$ cat src/rtl/ntt_consts.svh
/*
 * Modulus, widths, depths and register map of the coefficient store.
 * Register addresses sit at the top of the 9-bit bus space.
 */
`ifndef NTT_CONSTS_SVH
`define NTT_CONSTS_SVH

// ============================================================
// Arithmetic
// ============================================================
`define NTT_Q            24'd8380417
`define NTT_COEF_W       24
`define NTT_MCOEF_W      48

// ============================================================
// Bus and engine geometry
// ============================================================
`define NTT_ADDR_W       9
`define NTT_BUS_W        64
`define NTT_WIDE_W       384
`define NTT_WADDR_W      6
`define NTT_UNM_WORDS    64
`define NTT_MSK_WORDS    32

// Control words
`define NTT_STATUS_REG   9'd511
`define NTT_ENABLE_REG   9'd510
`define NTT_CTRL_REG     9'd509
`define NTT_SCALE_REG    9'd508
`define NTT_CTRL_MASK_BIT 0

`endif

$ cat src/rtl/ntt_pkg.sv
/*
 * Coefficient and wide-word types shared by the engine and the store.
 * Lane 0 of either view sits at the least significant end of the word.
 */
`default_nettype none

`include "ntt_consts.svh"

package ntt_pkg;

    // One coefficient, or one share of a masked coefficient
    typedef logic [`NTT_COEF_W-1:0] coef_t;

    // Masked coefficient, low share in the low bits of the slot
    typedef struct packed {
        coef_t hi;
        coef_t lo;
    } mcoef_t;

    // Unmasked wide word, 4 lanes with the upper bits unused
    typedef struct packed {
        logic [`NTT_WIDE_W-4*`NTT_COEF_W-1:0] pad;
        coef_t [3:0]                          lane;
    } unm_word_t;

    // ============================================================
    // Wide engine word, decoded by CTRL mask bit
    // ============================================================
    typedef union packed {
        unm_word_t   unm;
        mcoef_t [7:0] msk;
    } ntt_word_u;

    // Wide read request from the sequencer
    typedef struct packed {
        logic                    valid;
        logic [`NTT_WADDR_W-1:0] waddr;
        logic                    last;
    } rd_req_t;

    // Tagged wide word, read data or write-back
    typedef struct packed {
        logic                    valid;
        logic [`NTT_WADDR_W-1:0] waddr;
        logic                    last;
        ntt_word_u               data;
    } wr_req_t;

endpackage

`default_nettype wire

$ cat src/rtl/ntt_addr_seq.sv
/*
 * Walks all wide addresses once per start, no back-pressure.
 * A new run needs run_en to drop low after the previous one.
 */
`default_nettype none

`include "ntt_consts.svh"

module ntt_addr_seq (
    input  wire                    clk,
    input  wire                    reset_n,
    input  wire                    run_en,
    input  wire                    masked,
    output ntt_pkg::rd_req_t       rd_req
);

    logic                    busy;
    logic                    hold;
    logic [`NTT_WADDR_W-1:0] waddr;
    logic [`NTT_WADDR_W-1:0] end_addr;
    logic                    at_end;

    // Last wide address depends on the word view
    assign end_addr = masked ? `NTT_WADDR_W'(`NTT_MSK_WORDS - 1)
                             : `NTT_WADDR_W'(`NTT_UNM_WORDS - 1);
    assign at_end   = (waddr == end_addr);

    // ============================================================
    // Idle/busy control and address counter
    // ============================================================
    always_ff @(posedge clk or negedge reset_n) begin
        if (!reset_n) begin
            busy  <= 1'b0;
            hold  <= 1'b0;
            waddr <= '0;
        end else if (busy) begin
            if (at_end) begin
                busy  <= 1'b0;
                hold  <= 1'b1;
                waddr <= '0;
            end else begin
                waddr <= waddr + 1'b1;
            end
        end else begin
            // ENABLE stays high until done comes back, so wait for it to fall
            if (!run_en) begin
                hold <= 1'b0;
            end else if (!hold) begin
                busy  <= 1'b1;
                waddr <= '0;
            end
        end
    end

    always_comb begin
        rd_req.valid = busy;
        rd_req.waddr = waddr;
        rd_req.last  = busy & at_end;
    end

endmodule

`default_nettype wire

$ cat config.mk
export PLATFORM = sky130hd
export DESIGN_NAME = ntt_addr_seq
export DESIGN_NICKNAME = d
export VERILOG_FILES = /design/src/rtl/ntt_pkg.sv /design/src/rtl/ntt_addr_seq.sv
export VERILOG_INCLUDE_DIRS = /design/src /design/src/rtl
export SDC_FILE = /design/constraint.sdc
export NUM_CORES = 1
export LEC_CHECK = 0
export ABC_CLOCK_PERIOD_IN_PS = 1200
export BUFFER_PORTS_ARGS = -buffer_cell sky130_fd_sc_hd__buf_2
export CAP_MARGIN = 10
export CORE_AREA = 2 2 39 41
export DETAILED_ROUTE_END_ITERATION = 12
export DIE_AREA = 0 0 41 43
export REMOVE_ABC_BUFFERS = 1
export SLEW_MARGIN = 5
export SYNTH_ARGS = -nofsm -noshare
export SYNTH_HDL_FRONTEND = slang
export SYNTH_SLANG_ARGS = --single-unit
$ cat constraint.sdc
create_clock -name clk -period 1.2 [get_ports clk]
set_input_delay 0 -clock clk [delete_from_list [all_inputs] [get_ports clk]]
set_output_delay 0 -clock clk [all_outputs]
set_load 0.1 [all_outputs]
### Word-level counts from Yosys, hierarchy flattened

Cells that the tools add are included.
W data, S select, Z words.

* flip-flop bits (word level): 8
* output and inout port bits: 8
* word-level logic and storage cells: 24

* $add $sub $neg: 1
* equal/unequal tests: 4
* mux-type cells: 12
* bitwise logic cells: 1
* reductions and logical operators: 3

Operators by type and width (number)
* $mux W6: 5
* $mux W1: 7
* $add A6 B1 Y6 const B: 1
* $eq A6 B6 Y1: 1
* $ne A2 B1 Y1 const B: 2
* $reduce_and A2 Y1: 2
* $ne A2 B2 Y1 const B: 1
* $reduce_bool A2 Y1: 1
* $and A1 B1 Y1: 1

### Logic depth before layout (Yosys ltp)

Gate-level depths: netlist of run 1.

* depth after elaboration: 4
* mapped depth: 4

### Worst setup path before layout of run 1

Ideal clock, no wire load.

* path kind: reg2out
* from: register waddr[0]
* to: output port rd_req[0] (netlist bit)
* data arrival time: 2.772 ns
* required time: 1.200 ns
* slack: -1.572 ns
* cell stages (with the launch flop): 4
* path buffers: 0
* path through: dfrtp_1 ha_1 nand3_1 nor2_1

RTL lines
* start, declared: line ntt_addr_seq.sv:19 `` logic [`NTT_WADDR_W-1:0] waddr; ``
* start signal, assigned: line ntt_addr_seq.sv:42 `waddr <= waddr + 1'b1;`
* end, declared: line ntt_addr_seq.sv:14 `output ntt_pkg::rd_req_t rd_req`

==> run metrics, run 1 <==
FF-to-FF End waddr[5]; min setup slack post-route -0.08484 ns; CTS tree done; Avg Vias per Cell slightly above 5; total track usage 0.1694; wire per inst about 14 um; number of buffers added on ports 11; startpoint type of the worst setup path flip-flop; antenna violations before repair 0; Worst EP required 1.20 ns; Core Rows 14; H-tree Lvls 1; GRT overflow 0; Synth top area share 0.4336; Area Growth Syn to Fin 68.29%; Synth Register Bits 8; worst-path maximum fanout 4; CP Class flip-flop to primary output; share of layout cells above drive strength 1 0.5294; worst hold path class primary input to flip-flop; reg-to-reg startpoint waddr[4]; reg2reg path depth 4; clock sink count 8; failing checks negative setup slack; crit path DAT between 1 and 1.5 ns; count of cell types in the netlist 24; Hold WS between 0.05 and 0.06 ns; syn avg cell area ~10 um^2; core area 1384 um^2; Crit. End Element primary output; Hold Path Cell Cnt 3; Routed WL around 1200 um; YS warnings 0; total number of vias approximately 430; Final Setup Violations 2; Worst-Margin Slew a little under 0.5 ns; drt first pass iters 4; DP HPWL around 780 um; vias in the first global route 420; status finished with violations; nets@finish 75; RSZ-0062 raised after global routing yes; Rel. slew slack 0.6733; Synth Cell Area ~460 um^2; Final Hold Vio Count 0; Max-cap violations 0; hold endpoint hold; clock slew at reported path FFs 0.05 ns; # DRC 0; crit share post-route 1.071; Clk Latency, worst-skew pair approximately 0.25 ns; largest net degree at the start of global routing 9; Die W ~41 um; area leader, netlist dfrtp_1; Initial Util 0.3336; first-pass GRT wire length ~1900 um; Detail Route Antenna Nets 0; Reg2Reg Setup Slack -0.03 ns; Placer Congestion around 0.77; Die H roughly 43 um; Setup Skew roughly 0.0014 ns; Root Buffer clkbuf_4; Ant. Diodes 0; Initial DRC Count 10; I/O Pins 12; synth top area cells dfrtp_1 43%, nand3_1 6.5%, a21oi_1 4.3%, mux2i_1 4.3%, a31o_4 3.8%; clk buf depth 2; pins over their slew limit 0; fin crit period between 1 and 1.5 ns; Seq/Total Area, Yosys 0.4336; die area approximately 1800 um^2; max frequency 778.3 MHz; final core occ 0.5615; worst hold path startpoint run_en; CTS Buf Count 3; Post-Syn Instances 44
==> cell usage after synthesis, drive strengths merged <==
cell type,count
a211o,1
a21oi,4
a22o,1
a31o,1
and3,2
buf,2
dfrtp,8
ha,1
inv,3
mux2i,2
nand2,1
nand2b,1
nand3,6
nand4,1
nand4b,1
nor2,1
o211ai,1
o21ai,2
o2bb2ai,2
xor2,3
==> through the flow <==
step                      worst slack, ns  cells  TNS [ns]  cell area, um^2
after floorplan                    -1.572     42    -6.242            449.2
after global placement            0.01766     75         0            659.4
after detailed placement         0.007209     75         0            659.4
after CTS                         -0.1159     83   -0.1359            755.7
after global routing              -0.1374     84   -0.3255            777.0
final                            -0.08484     84   -0.1173            777.0
==> worst max-delay path by stage <==
stage,depth (start not counted),slack (ns),startpoint,end
after global routing,4,-0.14,waddr[4],rd_req[0]
after global placement,4,0.02,waddr[5],rd_req[0]
after floorplan,3,-1.57,waddr[0],rd_req[0]
after CTS,4,-0.12,waddr[5],rd_req[0]
after detailed placement,4,0.007,waddr[5],rd_req[0]
final,4,-0.08,waddr[4],rd_req[0]
==> critical path, cell delays in order, from the launching register on <==
cell	delay, ns
dfrtp_1	0.40
and3_4	0.22
nand3_2	0.11
nor2_4	0.12
buf_12	0.18
==> registers in the layout, indices dropped and copies added, names as in the netlist <==
signal and count:
busy 1, waddr 6, hold 1
==> placed cells by master (no fill, tap or decap), types with 2 or more instances in the layout <==
| master | synthesis | layout |
|---|---|---|
| a21oi_1 | 4 | 3 |
| o2bb2ai_2 | 0 | 2 |
| dfrtp_1 | 8 | 8 |
| inv_1 | 3 | 3 |
| clkbuf_4 | 0 | 3 |
| buf_4 | 1 | 12 |
| nand3_1 | 6 | 5 |
| buf_12 | 0 | 6 |
| buf_2 | 1 | 4 |
| xor2_1 | 2 | 2 |
| mux2i_1 | 2 | 2 |
==> repair_timing <==
item	in CTS	in global routing
pin swaps	6	5
setup endpoints to repair	1	6
gates resized for setup	7	3
endpoints found under the hold margin	8	0
setup buffers	4	1
hold buffers	1	0
==> per-layer routing <==
layer	vias to the layer above	routed length, um	track usage
li1	211	-	-
met3	2	31	0.04712
met2	6	619	0.2344
met1	213	525	0.2159
met5	-	0	0
met4	0	14	0.1200
==> logic make-up after synthesis <==
group,synth area share
multiplexers,0.04336
flip-flops,0.4336
buffers and inverters,0.05148
AND/OR/NAND/NOR,0.1653
adder cells (fa/ha/maj),0.02710
XOR/XNOR,0.07319
AO/OA/AOI/OAI,0.2060
==> area by class of cell <==
type                            count  area [um^2]
Fill cell                         129        606.8
Inverter                            3        11.26
Clock buffer                        3        22.52
Timing Repair Buffer               23        240.2
Multi-Input combinational cell     31        282.8
Sequential cell                     8        200.2
Tap cell                           16        20.02
Power of run 1 is left out: the tool's default activity adds up to more than one toggle a clock period on the data nets, which glitch-free logic cannot reach.
==> run 2: changes to the inputs <==
--- a/config.mk
+++ b/config.mk
@@ -12,7 +12,6 @@
 export CORE_AREA = 2 2 39 41
 export DETAILED_ROUTE_END_ITERATION = 12
 export DIE_AREA = 0 0 41 43
-export REMOVE_ABC_BUFFERS = 1
 export SLEW_MARGIN = 5
 export SYNTH_ARGS = -nofsm -noshare
 export SYNTH_HDL_FRONTEND = slang
==> run metrics, run 2 (synthesis gave the netlist of run 1 again) <==
status finished with violations; failing checks negative setup slack; Setup Skew 0.007269 ns (+0.005869 ns); Rel. slew slack 0.6716 (-0.001613); Crit. End Element primary output; startpoint type of the worst setup path flip-flop; final core occ 0.5841 (+0.02260); worst hold path class primary input to flip-flop; core area 1384 um^2 (unchanged); crit share post-route 1.117 (+0.04666); nets@finish 72 (-4.0%); GRT overflow 0 (unchanged); Core Rows 14 (unchanged); crit path DAT 1.34 ns (+0.06 ns); die area 1763 um^2 (unchanged); vias in the first global route 410 (-2.4%); met2 GRT Util 0.2125 (-0.02188); I/O Pins 12 (unchanged); commonest non-fill, non-tap cells in the layout 8 x buf_4, 7 x buf_12, 6 x dfrtp_4, 5 x nand3_1; drt first pass iters 4 (unchanged); # DRC 0 (unchanged); Root Buffer clkbuf_4; total track usage 0.1667 (-0.002705); Ant. Diodes 0 (unchanged); FILL cells 122 (-5.4%); total placed cells including tap cells 74 (-1.3%); fin area 808.3 um^2 (+4.0%); Worst-Margin Slew 0.4925 ns (+0.002419 ns); wire per inst 13.62 um (-3.8%); clock sink count 8 (unchanged); number of buffers added on ports 11 (unchanged); H-tree Lvls 1 (unchanged); Most flops, register waddr; Clk Latency, worst-skew pair 0.26 ns (about the same); Area Growth Syn to Fin 75.07%; GR Layer Usage met1 0.2207 (+0.004789); CTS tree done; worst-path maximum fanout 2 (-2); max frequency 745.8 MHz (-4.2%); commonest non-fill, non-tap cell in the layout buf_4; max reg flops 6 (unchanged); Initial DRC Count 7 (-3); Final Hold Vio Count 0 (unchanged); Area after DPL 733.2 um^2 (+11%); Placer Congestion 0.7688 (unchanged); Die W 41 um (unchanged); Initial Util 0.3336 (unchanged); Mapped Nets between 40 and 50; DP HPWL 775.2 um (-0.50%); Worst EP required 1.20 ns (about the same); Final Setup Violations 6 (+4); clk buf depth 2 (unchanged); Detail Route Antenna Nets 0 (unchanged); busiest grt layer met1; first-pass GRT wire length 1821 um (-3.7%); Regs by FF count waddr x6, busy x1, hold x1; Routed WL 1117 um (-6.1%); CP Class flip-flop to primary output; min setup slack post-route -0.1408 ns (-0.05599 ns); total number of vias 435 (+0.69%); Max-cap violations 0 (unchanged); GR Util met3 0.07853 (+0.03141); fin crit period 1.341 ns (+0.05599 ns); final cell count without fillers 82 (-2.4%); antenna violations before repair 0 (unchanged); share of layout cells above drive strength 1 0.5758 (+0.04635); largest net degree at the start of global routing 9 (unchanged); Avg Vias per Cell 5.305 (+3.2%); clock slew at reported path FFs 0.06 ns (about the same); pins over their slew limit 0 (unchanged); CTS Buf Count 3 (unchanged); RSZ-0062 raised after global routing yes; Fin Setup TNS -0.3887 ns (-0.2714 ns); Die H 43 um (unchanged)
==> run 2: timing repair <==
action                                 in CTS  in global routing
setup endpoints to repair                   2                  8
gates resized for setup                     2                  1
setup buffers                               3                  0
pin swaps                                   5                  1
endpoints found under the hold margin       8                  0
hold buffers                                1                  0
==> run 2: area by class of cell <==
| type | instances | area [um^2] | area share |
|---|---|---|---|
| timing repair buffer | 20 | 230.2 | 0.2848 |
| sequential | 8 | 222.7 | 0.2755 |
| inverter | 3 | 11.26 | 0.01393 |
| tap | 16 | 20.02 | 0.02477 |
| clock buffer | 4 | 26.28 | 0.03251 |
| multi-input combinational | 31 | 297.8 | 0.3684 |
==> run 2: per-layer routing <==
layer / share of wire / vias up
met3: 0.048 / 4
met4: 0.024 / 0
met1: 0.46 / 213
li1: - / 206
met5: 0 / -
met2: 0.47 / 12
==> run 2: critical path: stages, from the launching register on <==
cell and delay (ns):
dfrtp_4 0.50, xor2_4 0.18, nand3_4 0.10, nor2_4 0.11, buf_12 0.18
==> run 2: worst paths after layout <==
| path | from | endpoint | slack [ns] | cells past startpoint |
|---|---|---|---|---|
| max in group asynchronous | reset_n | waddr[2] | 0.89 | 2 |
| min in group asynchronous | reset_n | waddr[3] | 0.11 | 2 |
| setup reg to reg | waddr[5] | waddr[5] | -0.08 | 4 |
| hold / removal | run_en | hold | 0.04 | 3 |
| setup / recovery | waddr[5] | rd_req[0] | -0.14 | 4 |
| hold reg to reg | waddr[4] | waddr[4] | 0.54 | 1 |
==> run 2: through the flow <==
stage,hold slack [ns],setup slack [ns]
after floorplan,-0.2956,-0.2699
after global placement,-0.1439,0.03555
after detailed placement,-0.1467,0.02358
after CTS,0.04142,-0.1713
after global routing,0.07941,-0.2010
final,0.04380,-0.1408
Power of run 2 is left out for the same reason.
==> run 3: changes to the inputs <==
--- a/config.mk
+++ b/config.mk
@@ -9,9 +9,12 @@
 export ABC_CLOCK_PERIOD_IN_PS = 1200
 export BUFFER_PORTS_ARGS = -buffer_cell sky130_fd_sc_hd__buf_2
 export CAP_MARGIN = 10
-export CORE_AREA = 2 2 39 41
+export CELL_PAD_IN_SITES_DETAIL_PLACEMENT = 1
+export CELL_PAD_IN_SITES_GLOBAL_PLACEMENT = 2
+export CORE_MARGIN = 2
+export CORE_UTILIZATION = 26
 export DETAILED_ROUTE_END_ITERATION = 12
-export DIE_AREA = 0 0 41 43
+export PLACE_DENSITY_LB_ADDON = 0.1
 export SLEW_MARGIN = 5
 export SYNTH_ARGS = -nofsm -noshare
 export SYNTH_HDL_FRONTEND = slang
==> run metrics, run 3 (synthesis gave the netlist of run 1 again) <==
status finished with violations; failing checks negative setup slack; Hold Path Cell Cnt 3 (unchanged); FILL cells 188 (+54%); CP Cell Sequence xor2_4 > nand3_4 > nor2_4 > buf_12; clock sink count 8 (unchanged); Worst-Margin Slew 0.4801 ns (-0.01241 ns); largest net degree at the start of global routing 9 (unchanged); drt first pass iters 4 (unchanged); Setup Skew 0.009605 ns (+0.002336 ns); nets@finish 73 (+1.4%); Rel. slew slack 0.6799 (+0.008275); FF-to-FF End waddr[5]; Clk Latency, worst-skew pair 0.26 ns (about the same); Initial Util 0.2733 (-0.06030); min setup slack post-route -0.1273 ns (+0.01356 ns); Final Hold Vio Count 0 (unchanged); total placed cells including tap cells 76 (+2.7%); multi-input logic area 297.8 um^2 (unchanged); reg2reg path depth 4 (unchanged); Detail Route Antenna Nets 0 (unchanged); Root Buffer clkbuf_4; Worst path max stage delay 0.50 ns (about the same); Routed WL 1356 um (+21%); # DRC 0 (unchanged); fin crit period 1.327 ns (-0.01356 ns); clock slew at reported path FFs 0.06 ns (about the same); total track usage 0.1653 (-0.001338); Most flops, register waddr; Initial DRC Count 2 (-5); worst-path maximum fanout 2 (unchanged); die area 2129 um^2 (+21%); Area after DPL 742.0 um^2 (+1.2%); RSZ-0062 raised after global routing yes; Fin Setup TNS -0.4000 ns (-0.01131 ns); Final Setup Violations 6 (unchanged); total number of vias 453 (+4.1%); Max-cap violations 0 (unchanged); Area Growth Syn to Fin 76.96%; H-tree Lvls 1 (unchanged); reg-to-reg startpoint waddr[5]; pins over their slew limit 0 (unchanged); flip-flop and latch area 222.7 um^2 (unchanged); max frequency 753.4 MHz (+1.0%); antenna violations before repair 0 (unchanged); number of buffers added on ports 11 (unchanged); CTS tree done; Core Rows 15 (+1); Placer Congestion 0.7969 (+3.7%); Reg2Reg Setup Slack -0.09 ns (about the same); Worst EP required 1.20 ns (about the same); vias in the first global route 478 (+17%); commonest non-fill, non-tap cells in the layout 9 x buf_4, 7 x buf_12, 6 x dfrtp_4, 5 x nand3_1; first-pass GRT wire length 2387 um (+31%); core area 1689 um^2 (+22%); worst slack, placed 0.02597 ns (+0.002389 ns); worst hold path startpoint run_en; wire per inst 16.14 um (+19%); max reg flops 6 (unchanged); worst hold path class primary input to flip-flop; commonest non-fill, non-tap cell in the layout buf_4; hold endpoint hold; DP HPWL 1005 um (+30%); GRT overflow 0 (unchanged); clk buf depth 2 (unchanged); Avg Vias per Cell 5.393 (+1.7%); CP Class flip-flop to primary output; Crit-path slowest cell dfrtp_4; crit path DAT 1.33 ns (about the same); I/O Pins 12 (unchanged); Die W 46.14 um (+13%); final cell count without fillers 84 (+2.4%); crit share post-route 1.106 (-0.01130); share of layout cells above drive strength 1 0.5821 (+0.006332); Die H 46.14 um (+7.3%); Regs by FF count waddr x6, busy x1, hold x1; startpoint type of the worst setup path flip-flop; Ant. Diodes 0 (unchanged); Crit. End Element primary output; fin area 817.0 um^2 (+1.1%); CTS Buf Count 3 (unchanged); Mapped Nets 49 (unchanged)
-- run 3: cell count changes in the layout (fill, tap and decap cells not counted) --
cell   previous run  this run
buf_4             8         9
-- run 3: cell type report --
class / instances / share of cell area
Tap cell: 17 / 0.02603
Timing Repair Buffer: 21 / 0.2910
Sequential cell: 8 / 0.2726
Inverter: 3 / 0.01378
Clock buffer: 4 / 0.03216
Multi-Input combinational cell: 31 / 0.3645
-- run 3: worst max-delay path, delay by kind of cell, from the launching register on --
family                    cells  cell delay, ns
buffers and inverters         1            0.18
xor gates and xnor gates      1            0.18
DFF                           1            0.50
and+or+nand+nor               2            0.20
-- run 3: what timing repair did --
action / in CTS / in global routing
hold endpoints to repair: 8 / 0
hold buffers: 1 / 0
setup buffers: 3 / 0
resized for setup: 3 / 0
endpoints found under the setup margin: 1 / 10
pin swaps: 5 / 2
-- run 3: metal layers --
layer | part of all wire | wire length (um) | track usage
met5 | 0 | 0 | 0
met3 | 0.063 | 85 | 0.06667
met4 | 0.015 | 20 | 0.05143
met1 | 0.40 | 541 | 0.1900
met2 | 0.52 | 709 | 0.2778
-- run 3: per-stage QoR --
step                utilization  hold slack [ns]
floorplan                     -          -0.2956
global placement         0.4393          -0.1479
detailed placement       0.4393          -0.1430
CTS                      0.4837          0.05287
global route             0.4837          0.06813
finish                   0.4837          0.04918
-- run 3: worst max-delay path by stage --
stage | endpoint | from
finish | rd_req[0] | waddr[5]
global route | rd_req[0] | waddr[5]
CTS | rd_req[0] | waddr[5]
detailed placement | waddr[3] | waddr[5]
global placement | waddr[5] | waddr[5]
floorplan | rd_req[0] | waddr[3]
Power of run 3 is left out for the same reason.
